File: config.mk
export PLATFORM = sky130hd
export DESIGN_NAME = id_stage_top
export DESIGN_NICKNAME = d
export VERILOG_FILES = /design/src/id_pkg.sv /design/src/register_file.sv /design/src/forwarding_unit.sv /design/src/instruction_decode.sv /design/src/id_ex_register.sv /design/src/debug_apb_slave.sv /design/src/id_stage_top.sv
export SDC_FILE = /design/constraint.sdc
export NUM_CORES = 2
export LEC_CHECK = 0
export BUFFER_PORTS_ARGS = -buffer_cell sky130_fd_sc_hd__clkbuf_2
export CORE_MARGIN = 1
export CORE_UTILIZATION = 60
export CTS_CLUSTER_DIAMETER = 40
export DETAILED_ROUTE_END_ITERATION = 7
export GPL_ROUTABILITY_DRIVEN = 0
export MAX_ROUTING_LAYER = met4
export PLACE_DENSITY_LB_ADDON = 0.2
export SLEW_MARGIN = 10
export SYNTH_ARGS = -nofsm -noshare
export SYNTH_HDL_FRONTEND = slang
export SYNTH_SLANG_ARGS = --single-unit
File: constraint.sdc
create_clock -name i_clock -period 8.6 [get_ports i_clock]
set_input_delay 1.29 -clock i_clock [delete_from_list [all_inputs] [get_ports i_clock]]
set_output_delay 1.29 -clock i_clock [all_outputs]
set_load 0.1 [all_outputs]
File: src/id_pkg.sv
package id_pkg;

    // ------------------------------------------------------------------------
    // Datapath types
    // ------------------------------------------------------------------------

    // One machine word for register values, operands, immediate and PC
    typedef logic [31:0] data_t;

    // Register file index
    typedef logic [4:0]  reg_addr_t;

    // Instruction fields
    typedef logic [5:0]  opcode_t;
    typedef logic [25:0] jump_addr_t;

    // ------------------------------------------------------------------------
    // Operand forwarding
    // ------------------------------------------------------------------------

    // Source select for the A and B operands
    typedef logic [1:0]  fwd_sel_t;

    // Register file value without forwarding
    localparam fwd_sel_t FWD_REG    = 2'b00;
    localparam fwd_sel_t FWD_EX_MEM = 2'b01;
    localparam fwd_sel_t FWD_MEM_WB = 2'b10;
    // Youngest producer has the highest priority
    localparam fwd_sel_t FWD_ID_EX  = 2'b11;

    // Hardwired zero register
    localparam reg_addr_t REG_ZERO  = 5'd0;

endpackage

File: src/register_file.sv
module register_file
    import id_pkg::*;
#(
    parameter int NB_DATA        = 32,
    parameter int NB_REG_ADDRESS = 5
)
(
    input  logic      i_clock,
    input  logic      i_rst_n,

    // Operand read ports
    input  reg_addr_t i_rs_addr,
    input  reg_addr_t i_rt_addr,
    output data_t     o_rs_data,
    output data_t     o_rt_data,

    // Debug read port
    input  reg_addr_t i_dbg_addr,
    output data_t     o_dbg_data,

    // Write-back port
    input  logic      i_wr_en,
    input  reg_addr_t i_wr_addr,
    input  data_t     i_wr_data
);

    localparam int N_REGS = 1 << NB_REG_ADDRESS;

    logic [NB_DATA-1:0] regs [N_REGS];

    // ------------------------------------------------------------------------
    // Write port
    // ------------------------------------------------------------------------
    always_ff @(posedge i_clock or negedge i_rst_n) begin
        if (!i_rst_n) begin
            for (int i = 0; i < N_REGS; i++) begin
                regs[i] <= '0;
            end
        end else if (i_wr_en && (i_wr_addr != REG_ZERO)) begin
            regs[i_wr_addr] <= i_wr_data;
        end
    end

    // ------------------------------------------------------------------------
    // Read ports
    // ------------------------------------------------------------------------

    // A same-cycle write to the read address wins
    function automatic data_t read_port(input reg_addr_t addr);
        data_t value;
        if (addr == REG_ZERO) begin
            value = '0;
        end else if (i_wr_en && (i_wr_addr == addr)) begin
            value = i_wr_data;
        end else begin
            value = regs[addr];
        end
        return value;
    endfunction

    assign o_rs_data  = read_port(i_rs_addr);
    assign o_rt_data  = read_port(i_rt_addr);
    assign o_dbg_data = read_port(i_dbg_addr);

endmodule

File: src/forwarding_unit.sv
module forwarding_unit
    import id_pkg::*;
#(
    parameter int NB_REG_ADDRESS = 5
)
(
    // Source registers of the instruction in decode
    input  reg_addr_t i_rs_addr,
    input  reg_addr_t i_rt_addr,

    // Destination registers of the later stages
    input  reg_addr_t i_rd_id_ex,
    input  reg_addr_t i_rd_ex_mem,
    input  reg_addr_t i_rd_mem_wb,
    input  logic      i_reg_write_id_ex,
    input  logic      i_reg_write_ex_mem,
    input  logic      i_reg_write_mem_wb,

    // Operand source selects
    output fwd_sel_t  o_fwd_a,
    output fwd_sel_t  o_fwd_b
);

    // Stage writes a nonzero register that matches the source
    function automatic logic qualifies(
        input logic                      wr,
        input logic [NB_REG_ADDRESS-1:0] rd,
        input logic [NB_REG_ADDRESS-1:0] src
    );
        return wr && (rd != '0) && (rd == src);
    endfunction

    // ------------------------------------------------------------------------
    // Fixed priority with the youngest stage first
    // ------------------------------------------------------------------------
    function automatic fwd_sel_t pick(input reg_addr_t src);
        fwd_sel_t sel;
        if (qualifies(i_reg_write_id_ex, i_rd_id_ex, src)) begin
            sel = FWD_ID_EX;
        end else if (qualifies(i_reg_write_ex_mem, i_rd_ex_mem, src)) begin
            sel = FWD_EX_MEM;
        end else if (qualifies(i_reg_write_mem_wb, i_rd_mem_wb, src)) begin
            sel = FWD_MEM_WB;
        end else begin
            sel = FWD_REG;
        end
        return sel;
    endfunction

    assign o_fwd_a = pick(i_rs_addr);
    assign o_fwd_b = pick(i_rt_addr);

endmodule

File: src/instruction_decode.sv
module instruction_decode
    import id_pkg::*;
#(
    parameter int NB_DATA        = 32,
    parameter int NB_REG_ADDRESS = 5
)
(
    input  logic       i_clock,
    input  logic       i_rst_n,

    // Instruction from IF/ID
    input  data_t      i_instruction,

    // Return address for jump-and-link
    input  data_t      i_return_pc,
    input  logic       i_jump_link,

    // Forwarding sources
    input  logic       i_reg_write_id_ex,
    input  logic       i_reg_write_ex_mem,
    input  logic       i_reg_write_mem_wb,
    input  reg_addr_t  i_rd_id_ex,
    input  reg_addr_t  i_rd_ex_mem,
    input  reg_addr_t  i_rd_mem_wb,
    input  data_t      i_data_id_ex,
    input  data_t      i_data_ex_mem,
    input  data_t      i_data_mem_wb,

    // Write-back enabled by i_reg_write_mem_wb
    input  data_t      i_wb_data,
    input  reg_addr_t  i_wb_addr,

    // Debug read
    input  reg_addr_t  i_dbg_addr,
    output data_t      o_dbg_rdata,

    // Decoded operands and fields
    output data_t      o_rs_data,
    output data_t      o_rt_data,
    output data_t      o_cmp_a,
    output data_t      o_cmp_b,
    output data_t      o_immediate,
    output jump_addr_t o_jump_addr,
    output opcode_t    o_opcode,
    output reg_addr_t  o_rs,
    output reg_addr_t  o_rt,
    output reg_addr_t  o_rd
);

    data_t    reg_a;
    data_t    reg_b;
    data_t    opnd_a;
    data_t    opnd_b;
    fwd_sel_t fwd_a;
    fwd_sel_t fwd_b;

    // ------------------------------------------------------------------------
    // Field split
    // ------------------------------------------------------------------------
    assign o_opcode    = i_instruction[31:26];
    assign o_rs        = i_instruction[25:21];
    assign o_rt        = i_instruction[20:16];
    assign o_rd        = i_instruction[15:11];
    assign o_jump_addr = i_instruction[25:0];
    assign o_immediate = {{(NB_DATA - 16){i_instruction[15]}}, i_instruction[15:0]};

    register_file #(
        .NB_DATA        (NB_DATA),
        .NB_REG_ADDRESS (NB_REG_ADDRESS)
    ) u_register_file (
        .i_clock    (i_clock),
        .i_rst_n    (i_rst_n),
        .i_rs_addr  (o_rs),
        .i_rt_addr  (o_rt),
        .o_rs_data  (reg_a),
        .o_rt_data  (reg_b),
        .i_dbg_addr (i_dbg_addr),
        .o_dbg_data (o_dbg_rdata),
        .i_wr_en    (i_reg_write_mem_wb),
        .i_wr_addr  (i_wb_addr),
        .i_wr_data  (i_wb_data)
    );

    forwarding_unit #(
        .NB_REG_ADDRESS (NB_REG_ADDRESS)
    ) u_forwarding_unit (
        .i_rs_addr          (o_rs),
        .i_rt_addr          (o_rt),
        .i_rd_id_ex         (i_rd_id_ex),
        .i_rd_ex_mem        (i_rd_ex_mem),
        .i_rd_mem_wb        (i_rd_mem_wb),
        .i_reg_write_id_ex  (i_reg_write_id_ex),
        .i_reg_write_ex_mem (i_reg_write_ex_mem),
        .i_reg_write_mem_wb (i_reg_write_mem_wb),
        .o_fwd_a            (fwd_a),
        .o_fwd_b            (fwd_b)
    );

    // ------------------------------------------------------------------------
    // Operand select
    // ------------------------------------------------------------------------
    function automatic data_t operand_mux(input fwd_sel_t sel, input data_t reg_val);
        data_t value;
        case (sel)
            FWD_ID_EX:  value = i_data_id_ex;
            FWD_EX_MEM: value = i_data_ex_mem;
            FWD_MEM_WB: value = i_data_mem_wb;
            default:    value = reg_val;
        endcase
        return value;
    endfunction

    assign opnd_a = operand_mux(fwd_a, reg_a);
    assign opnd_b = operand_mux(fwd_b, reg_b);

    // Branch compare sees the forwarded values and never the return PC
    assign o_cmp_a   = opnd_a;
    assign o_cmp_b   = opnd_b;

    assign o_rs_data = i_jump_link ? i_return_pc : opnd_a;
    assign o_rt_data = opnd_b;

endmodule

File: src/id_ex_register.sv
module id_ex_register
    import id_pkg::*;
#(
    parameter int NB_DATA = 32
)
(
    input  logic               i_clock,
    input  logic               i_rst_n,

    // Pipeline control where flush wins
    input  logic               i_stall,
    input  logic               i_flush,

    // From decode
    input  logic [NB_DATA-1:0] i_rs_data,
    input  logic [NB_DATA-1:0] i_rt_data,
    input  logic [NB_DATA-1:0] i_cmp_a,
    input  logic [NB_DATA-1:0] i_cmp_b,
    input  logic [NB_DATA-1:0] i_immediate,
    input  jump_addr_t         i_jump_addr,
    input  opcode_t            i_opcode,
    input  reg_addr_t          i_rs,
    input  reg_addr_t          i_rt,
    input  reg_addr_t          i_rd,

    // To execute
    output logic               o_valid,
    output logic [NB_DATA-1:0] o_rs_data,
    output logic [NB_DATA-1:0] o_rt_data,
    output logic [NB_DATA-1:0] o_cmp_a,
    output logic [NB_DATA-1:0] o_cmp_b,
    output logic [NB_DATA-1:0] o_immediate,
    output jump_addr_t         o_jump_addr,
    output opcode_t            o_opcode,
    output reg_addr_t          o_rs,
    output reg_addr_t          o_rt,
    output reg_addr_t          o_rd
);

    logic clear;
    logic load;

    // Bubble on flush, hold on stall
    assign clear = i_flush;
    assign load  = !i_flush && !i_stall;

    always_ff @(posedge i_clock or negedge i_rst_n) begin
        if (!i_rst_n) begin
            o_valid     <= 1'b0;
            o_rs_data   <= '0;
            o_rt_data   <= '0;
            o_cmp_a     <= '0;
            o_cmp_b     <= '0;
            o_immediate <= '0;
            o_jump_addr <= '0;
            o_opcode    <= '0;
            o_rs        <= '0;
            o_rt        <= '0;
            o_rd        <= '0;
        end else if (clear) begin
            o_valid     <= 1'b0;
            o_rs_data   <= '0;
            o_rt_data   <= '0;
            o_cmp_a     <= '0;
            o_cmp_b     <= '0;
            o_immediate <= '0;
            o_jump_addr <= '0;
            o_opcode    <= '0;
            o_rs        <= '0;
            o_rt        <= '0;
            o_rd        <= '0;
        end else if (load) begin
            o_valid     <= 1'b1;
            o_rs_data   <= i_rs_data;
            o_rt_data   <= i_rt_data;
            o_cmp_a     <= i_cmp_a;
            o_cmp_b     <= i_cmp_b;
            o_immediate <= i_immediate;
            o_jump_addr <= i_jump_addr;
            o_opcode    <= i_opcode;
            o_rs        <= i_rs;
            o_rt        <= i_rt;
            o_rd        <= i_rd;
        end
    end

endmodule

File: src/debug_apb_slave.sv
module debug_apb_slave
    import id_pkg::*;
#(
    parameter int NB_DATA = 32
)
(
    input  logic               i_clock,
    input  logic               i_rst_n,

    // APB slave
    input  logic               i_psel,
    input  logic               i_penable,
    input  logic               i_pwrite,
    input  logic [7:0]         i_paddr,
    output logic [NB_DATA-1:0] o_prdata,
    output logic               o_pready,
    output logic               o_pslverr,

    // Register file debug port
    output reg_addr_t          o_dbg_addr,
    input  data_t              i_dbg_rdata
);

    logic wait_done;
    logic access_first;

    // Word index into the register file
    assign o_dbg_addr = i_paddr[6:2];

    // First access cycle with ready still low
    assign access_first = i_psel && i_penable && !wait_done;

    // ------------------------------------------------------------------------
    // Wait-state flag and response
    // ------------------------------------------------------------------------
    always_ff @(posedge i_clock or negedge i_rst_n) begin
        if (!i_rst_n) begin
            wait_done <= 1'b0;
            o_pslverr <= 1'b0;
        end else begin
            // High for exactly the second access cycle
            wait_done <= access_first;
            o_pslverr <= access_first && i_pwrite;
        end
    end

    assign o_pready = wait_done;

    // Read data captured at the end of the wait state
    always_ff @(posedge i_clock) begin
        if (access_first && !i_pwrite) begin
            o_prdata <= i_dbg_rdata;
        end
    end

endmodule

File: src/id_stage_top.sv
module id_stage_top
    import id_pkg::*;
#(
    parameter int NB_DATA        = 32,
    parameter int NB_REG_ADDRESS = 5
)
(
    input  logic               i_clock,
    input  logic               i_rst_n,

    // Instruction and jump-and-link
    input  data_t              i_instruction,
    input  logic               i_jump_link,
    input  data_t              i_return_pc,

    // Forwarding sources
    input  logic               i_reg_write_id_ex,
    input  logic               i_reg_write_ex_mem,
    input  logic               i_reg_write_mem_wb,
    input  reg_addr_t          i_rd_id_ex,
    input  reg_addr_t          i_rd_ex_mem,
    input  reg_addr_t          i_rd_mem_wb,
    input  data_t              i_data_id_ex,
    input  data_t              i_data_ex_mem,
    input  data_t              i_data_mem_wb,

    // Write-back
    input  data_t              i_wb_data,
    input  reg_addr_t          i_wb_addr,

    // Pipeline control
    input  logic               i_stall,
    input  logic               i_flush,

    // Debug APB
    input  logic               i_psel,
    input  logic               i_penable,
    input  logic               i_pwrite,
    input  logic [7:0]         i_paddr,
    output logic [NB_DATA-1:0] o_prdata,
    output logic               o_pready,
    output logic               o_pslverr,

    // ID/EX outputs
    output logic               o_valid,
    output logic [NB_DATA-1:0] o_rs_data,
    output logic [NB_DATA-1:0] o_rt_data,
    output logic [NB_DATA-1:0] o_cmp_a,
    output logic [NB_DATA-1:0] o_cmp_b,
    output logic [NB_DATA-1:0] o_immediate,
    output jump_addr_t         o_jump_addr,
    output opcode_t            o_opcode,
    output reg_addr_t          o_rs,
    output reg_addr_t          o_rt,
    output reg_addr_t          o_rd
);

    reg_addr_t  dbg_addr;
    data_t      dbg_rdata;
    data_t      dec_rs_data;
    data_t      dec_rt_data;
    data_t      dec_cmp_a;
    data_t      dec_cmp_b;
    data_t      dec_immediate;
    jump_addr_t dec_jump_addr;
    opcode_t    dec_opcode;
    reg_addr_t  dec_rs;
    reg_addr_t  dec_rt;
    reg_addr_t  dec_rd;

    // ------------------------------------------------------------------------
    // Debug access
    // ------------------------------------------------------------------------
    debug_apb_slave #(
        .NB_DATA (NB_DATA)
    ) u_debug_apb_slave (
        .i_clock     (i_clock),
        .i_rst_n     (i_rst_n),
        .i_psel      (i_psel),
        .i_penable   (i_penable),
        .i_pwrite    (i_pwrite),
        .i_paddr     (i_paddr),
        .o_prdata    (o_prdata),
        .o_pready    (o_pready),
        .o_pslverr   (o_pslverr),
        .o_dbg_addr  (dbg_addr),
        .i_dbg_rdata (dbg_rdata)
    );

    // ------------------------------------------------------------------------
    // Decode
    // ------------------------------------------------------------------------
    instruction_decode #(
        .NB_DATA        (NB_DATA),
        .NB_REG_ADDRESS (NB_REG_ADDRESS)
    ) u_instruction_decode (
        .i_clock            (i_clock),
        .i_rst_n            (i_rst_n),
        .i_instruction      (i_instruction),
        .i_return_pc        (i_return_pc),
        .i_jump_link        (i_jump_link),
        .i_reg_write_id_ex  (i_reg_write_id_ex),
        .i_reg_write_ex_mem (i_reg_write_ex_mem),
        .i_reg_write_mem_wb (i_reg_write_mem_wb),
        .i_rd_id_ex         (i_rd_id_ex),
        .i_rd_ex_mem        (i_rd_ex_mem),
        .i_rd_mem_wb        (i_rd_mem_wb),
        .i_data_id_ex       (i_data_id_ex),
        .i_data_ex_mem      (i_data_ex_mem),
        .i_data_mem_wb      (i_data_mem_wb),
        .i_wb_data          (i_wb_data),
        .i_wb_addr          (i_wb_addr),
        .i_dbg_addr         (dbg_addr),
        .o_dbg_rdata        (dbg_rdata),
        .o_rs_data          (dec_rs_data),
        .o_rt_data          (dec_rt_data),
        .o_cmp_a            (dec_cmp_a),
        .o_cmp_b            (dec_cmp_b),
        .o_immediate        (dec_immediate),
        .o_jump_addr        (dec_jump_addr),
        .o_opcode           (dec_opcode),
        .o_rs               (dec_rs),
        .o_rt               (dec_rt),
        .o_rd               (dec_rd)
    );

    // ------------------------------------------------------------------------
    // ID/EX pipeline register
    // ------------------------------------------------------------------------
    id_ex_register #(
        .NB_DATA (NB_DATA)
    ) u_id_ex_register (
        .i_clock     (i_clock),
        .i_rst_n     (i_rst_n),
        .i_stall     (i_stall),
        .i_flush     (i_flush),
        .i_rs_data   (dec_rs_data),
        .i_rt_data   (dec_rt_data),
        .i_cmp_a     (dec_cmp_a),
        .i_cmp_b     (dec_cmp_b),
        .i_immediate (dec_immediate),
        .i_jump_addr (dec_jump_addr),
        .i_opcode    (dec_opcode),
        .i_rs        (dec_rs),
        .i_rt        (dec_rt),
        .i_rd        (dec_rd),
        .o_valid     (o_valid),
        .o_rs_data   (o_rs_data),
        .o_rt_data   (o_rt_data),
        .o_cmp_a     (o_cmp_a),
        .o_cmp_b     (o_cmp_b),
        .o_immediate (o_immediate),
        .o_jump_addr (o_jump_addr),
        .o_opcode    (o_opcode),
        .o_rs        (o_rs),
        .o_rt        (o_rt),
        .o_rd        (o_rd)
    );

endmodule

# Word level (Yosys, flattened, before mapping)
# Index checks and enable logic that the tools add are counted.
# classes
magnitude_cmp	5
n_mux	46
reduce_logical	31
eq_ne	15
bitwise_logic	4
# ops
op	count
$bwmux 1024	1
$mux 32	21
$bmux 32 s5	3
$pmux 32 s3	2
$demux 32 s5	1
$mux 26	2
$eq 5x5->1	9
$mux 5	6
$ge 6x6->1 const B	4
$not 5->6	4
$reduce_bool 5->1	4
$logic_and 1x1->1	19
$logic_not 5->1	3
$mux 2	6
$mux 6	2
$eq 2x2->1 const B	4
$lt 6x1->1 const B	1
$eq 2x1->1 const B	2
$logic_not 1->1	4
$mux 1	2
$reduce_bool 2->1	1
# word_totals
inputBits	231
regBits	1234
output_inout_bits	242
wordCells	146

# Longest topological paths before layout
# logic_depth
ltp_word	11
ltp_mapped	11
ltp_nobuf	6

# Modules after synthesis
# Synthesis repeated with hierarchy kept, for this count alone.
# unflattened
cells_unflattened	5696
area_unflattened_um2	77514.3
# modules_own_cells
mod	area_per_inst_um2	seq_area_each_um2	n_inst	cells_per_inst
register_file	64025.2	25624.6	1	4566
id_ex_register	8383.0	5205.0	1	670
instruction_decode	3621.0	0.0	1	366
debug_apb_slave	1082.3	1011.0	1	42
forwarding_unit	402.9	0.0	1	52

# Least setup slack after synthesis
# Ideal clock, no wire load.
# synth_path
kind	input to register
start	input i_psel
end	register u_debug_apb_slave.o_prdata[0] (enable)
slack_ns	4.590
n_path_buf	0
arrival_ns	3.549
path_stages	2
required_time_ns	8.139
setup_time_ns	0.461
cell_sequence	nand2_1 nor3_1
# synth_between
elab_chain_len	3
# synth_lines
item	line	source
from (decl)	id_stage_top.sv:36	input logic i_psel,
$logic_and 1x1->1 (2 in a row)	debug_apb_slave.sv:31	assign access_first = i_psel && i_penable && !wait_done;
$logic_and 1x1->1	debug_apb_slave.sv:51	if (access_first && !i_pwrite) begin
to (signal assigned)	debug_apb_slave.sv:52	o_prdata <= i_dbg_rdata;
to (decl)	debug_apb_slave.sv:15	output logic [NB_DATA-1:0] o_prdata,
# No other way between the ends.
# A chain may end at the register's enable or synchronous reset.

# Worst setup path in the final report
# layout_path
start	input i_instruction[23]
end	register u_id_ex_register.o_rs_data[9]
# layout_between
elab_chain_len	10
word_cells_on_any_way	25
classes_between	7 x eq/ne; 12 x mux; 1 x bitwise; 5 x reduce/logical
# layout_lines
item	line	source
from (decl)	id_stage_top.sv:12	input data_t i_instruction,
$not 5->6 (implied by the code) / $eq 5x5->1 (equally long branches)	register_file.sv:56, forwarding_unit.sv:30	
$bmux 32 s5 / $logic_and 1x1->1 (equally long branches)	register_file.sv:56, forwarding_unit.sv:30	
$mux 32 (implied by the code) / $mux 2 (equally long branches)	register_file.sv:56, forwarding_unit.sv:42	
$mux 32 (implied by the code) / $mux 2 (equally long branches)	register_file.sv:56, forwarding_unit.sv:40	
$mux 32 / $mux 2 (equally long branches)	register_file.sv:53, forwarding_unit.sv:38	
$mux 32 (tied with other cells)	register_file.sv:51	if (addr == REG_ZERO) begin
$pmux 32 s3 (*)	instruction_decode.sv:104	case (sel)
$mux 32 (*)	instruction_decode.sv:120	assign o_rs_data = i_jump_link ? i_return_pc : opnd_a;
$mux 32 (*)	id_ex_register.sv:72	end else if (load) begin
$mux 32 (*)	id_ex_register.sv:60	end else if (clear) begin
to (signal assigned)	id_ex_register.sv:74	o_rs_data <= i_rs_data;
to (decl)	id_ex_register.sv:28	output logic [NB_DATA-1:0] o_rs_data,
# Mark *: on every way between the ends. The rest lies on a longest branch, timed or not. The select of a mux whose other input is x is not followed.

==> results.toml <==
[place]
io_buffers = 469
post-dp-hpwl_um = 158500

[yosys]
synthSimpleGateAreaFrac_pct = 6.418
netlist_instances = 5869
avgSynthCellArea_um2 = 12.25
yosysWarningCount = 0
synth_xor_area_share_pct = 0.5483
synth_seq_cells = 1187
synthMuxAreaShare_pct = 36.65
yosysSeqAreaShare_pct = 41.55
syn_area_um2 = 71880
synth_ff_type = "dfrtp_1"
synth_most_common_cell = "dfrtp_1"
async_reset_ff_share_pct = 97.30
synth_area_leaders = "dfrtp_1, mux4_2, mux2_2"
synth_top_area_share_pct = 40.21
synth_common_cells = "dfrtp_1, mux4_2, mux2_2"
yosysUniqueCellTypes = 51
syn-num-nets = 6100
synth_top_cell_by_area = "dfrtp_1"
synth_fa_ha_area_share_pct = 0
synth-edff-count = 32
synth_top_family_by_area = "multiplexers"
synth_compound_area_share_pct = 9.871

[worst_setup_path]
slowest_stage = "buf_4"
cp-end-kind = "flop"
crit_top_cell = "buf_4"
worstSetupPathType = "input port to flop"
critPathTopFamily = "buffers and inverters"
cp_max_fo = 61
cp_num_buf_inv = 3
regToRegSetupSlack_ns = 5.59
start_kind = "input port"
worstPathArrival_ns = 5.54
cp_cell_sequence = "buf_8 -> buf_4 -> buf_4 -> mux4_2 -> a22o_1 -> nor2_1 -> a22oi_1 -> a221oi_1 -> a211oi_1"
cpPeakStageDelay_ns = 0.87
crit_required_ns = 9.23

[drt]
routed_via_density = 7.548
ant_nets = 0
drtIter0Drc = 9395
wl_um = 267500
drt_first_pass_iters = 7
vias = 57590
drc_errors = 0
avgRoutedWirePerCell_um = 35.06

[floorplan]
initial_core_util_pct = 60.71
die_area_um2 = 121200
rows = 126
io-pin-count = 473
core-area_um2 = 118400
die_h_um = 348.1
die_w_um = 348.1

[power_and_ir_drop]
p_leak_nw = 34.75
powerDensity_nw_per_um2 = 242.4
netSwitchingFraction_pct = 32.30
p_switching_w = 0.006291
seqPwrFrac_pct = 38.8
intPower_w = 0.01318
ir_drop_uv = 167.0
power.share.clock_pct = 36.9
p_comb_share_pct = 24.3

[global_route]
gr-total-overflow = 0
grt_max_degree = 175
grt_pass1_vias = 55860
antenna_found_initial = 24
grt_pass1_wl_um = 387100
grt_usage_pct = 45.79

[sta]
fin_setup_tns_ns = 0
worstMarginPinSlew_ns = 1.296
drv_slew = 0
rsz0062_at_grt = "false"
hold_viol = 0
finalSetupViolCount = 0
maxSlewHeadroom_pct = 13.38
finClkSkew_ns = 0.03842
fmax_ghz = 0.2038
finalCritPeriodShare_pct = 57.05
finalCriticalPeriod_ns = 4.906

[flow_run]
max_cap_viol_count = 0

[clocking]
cts_hold_buffers = 0
clock_path_buffers = 3
cts.sinks = 1187
clk_pin_slew_ns = 0.06
numCtsBuffers = 162
postCtsSetupBuffers = 0
cts_resized = 0
clockRootBuffer = "clkbuf_16"
insertion_delay_ns = 0.83
htreeDepth = 4
tritoncts = "yes"

[cells_and_area]
nFillCells = 8422
multi_input_area_um2 = 38850
area_growth_syn_to_layout_pct = 11.75
layout.nets = 6098
regArea_um2 = 29860
utilization_pct = 67.85
drive_above_1_share_pct = 38.43

[worst_hold_path]
hold_class = "flop to flop"

[outcome]
status = "finished clean"
==> cells in the final DEF (no fill, tap or decap), drive strengths merged, types with 22 or more instances in the layout <==
cell,count
a2111oi,28
a211oi,66
a21oi,116
a221oi,26
a22o,104
a22oi,139
a31oi,23
a32o,33
buf,129
bufinv,22
clkbuf,658
clkinv,39
dfrtp,1155
diode,24
edfxtp,32
inv,110
mux2,603
mux2i,248
mux4,758
nand2,582
nand3,110
nor2,206
nor3,26
nor4,41
o211ai,27
o21ai,531
or3,62
xnor2,25
==> per-layer routing <==
metal / wire [um] / track usage, % / vias to the layer above
met4: 20200 / 29.73 / 0
met3: 42240 / 19.49 / 1270
met5: 0 / - / -
met2: 113900 / 61.85 / 4928
li1: - / - / 22350
met1: 91180 / 56.20 / 29050
==> cell type report <==
cell class                 count  share of cell area, %
timing repair buffer         584                  4.265
multi-input combinational   3844                  48.36
clock buffer                 203                  5.568
inverter                      88                 0.4112
tap                         1600                  2.492
clock inverter               100                  1.653
antenna                       24                0.07477
sequential                  1187                  37.18
==> path summary, 6_finish.rpt <==
kind / start / endpoint / cells past startpoint
worst max-delay path: i_instruction[23] / u_id_ex_register.o_rs_data[9] / 9
max in group asynchronous: i_rst_n / u_instruction_decode.u_register_file.regs[938] / 3
worst min-delay path: u_instruction_decode.u_register_file.regs[1000] / u_instruction_decode.u_register_file.regs[1000] / 0
worst max register to register: u_instruction_decode.u_register_file.regs[349] / u_id_ex_register.o_rs_data[29] / 6
worst min register to register: u_instruction_decode.u_register_file.regs[1000] / u_instruction_decode.u_register_file.regs[1000] / 0
min in group asynchronous: i_rst_n / u_id_ex_register.o_cmp_a[30] / 1
==> registers in the layout, summed over array words and instances, names as in the netlist <==
register                                   count
u_id_ex_register.o_rs_data                    32
u_id_ex_register.o_valid                       1
u_id_ex_register.o_cmp_a                      32
u_instruction_decode.u_register_file.regs   1024
u_debug_apb_slave.o_prdata                    32
u_id_ex_register.o_jump_addr                   1
u_id_ex_register.o_rs                          5
u_id_ex_register.o_immediate                  16
u_id_ex_register.o_opcode                      6
u_id_ex_register.o_rt                          4
u_debug_apb_slave.o_pready                     1
u_debug_apb_slave.o_pslverr                    1
u_id_ex_register.o_rt_data                    32
==> power by group through the flow <==
| stage | Sequential [W] | Clock [W] | Combinational [W] |
|---|---|---|---|
| 2_1_floorplan | 0.00764 | 0 | 0.00316 |
| 3_3_place_gp | 0.00749 | 0 | 0.00448 |
| 3_5_place_dp | 0.00758 | 0 | 0.00459 |
| 4_1_cts | 0.00749 | 0.00720 | 0.00462 |
| 5_1_grt | 0.00767 | 0.00744 | 0.00494 |
| 6_report | 0.00756 | 0.00719 | 0.00472 |
==> logic make-up (layout without fill, tap and decap cells) <==
kind of cell,after synthesis,count (layout)
AOI/OAI and AO/OA,1115,1115
xor gates and xnor gates,45,45
buffers and inverters,838,975
DFF,1187,1187
muxes,1609,1609
other,0,24
and+or+nand+nor,1075,1075
==> stage by stage <==
stage	setup slack [ns]	power [W]	instance area [um^2]	hold slack, ns	cells
finish	3.694	0.01948	80330	0.4192	7630
global route	3.710	0.02005	80320	0.4367	7628
CTS	3.962	0.01932	80250	0.4171	7605
detailed placement	3.106	0.01217	74450	0.4065	7302
global placement	3.168	0.01198	74450	0.3952	7302
floorplan	4.590	0.01081	71880	0.4580	5869
Note: power is estimated with default switching activity, not from simulation.
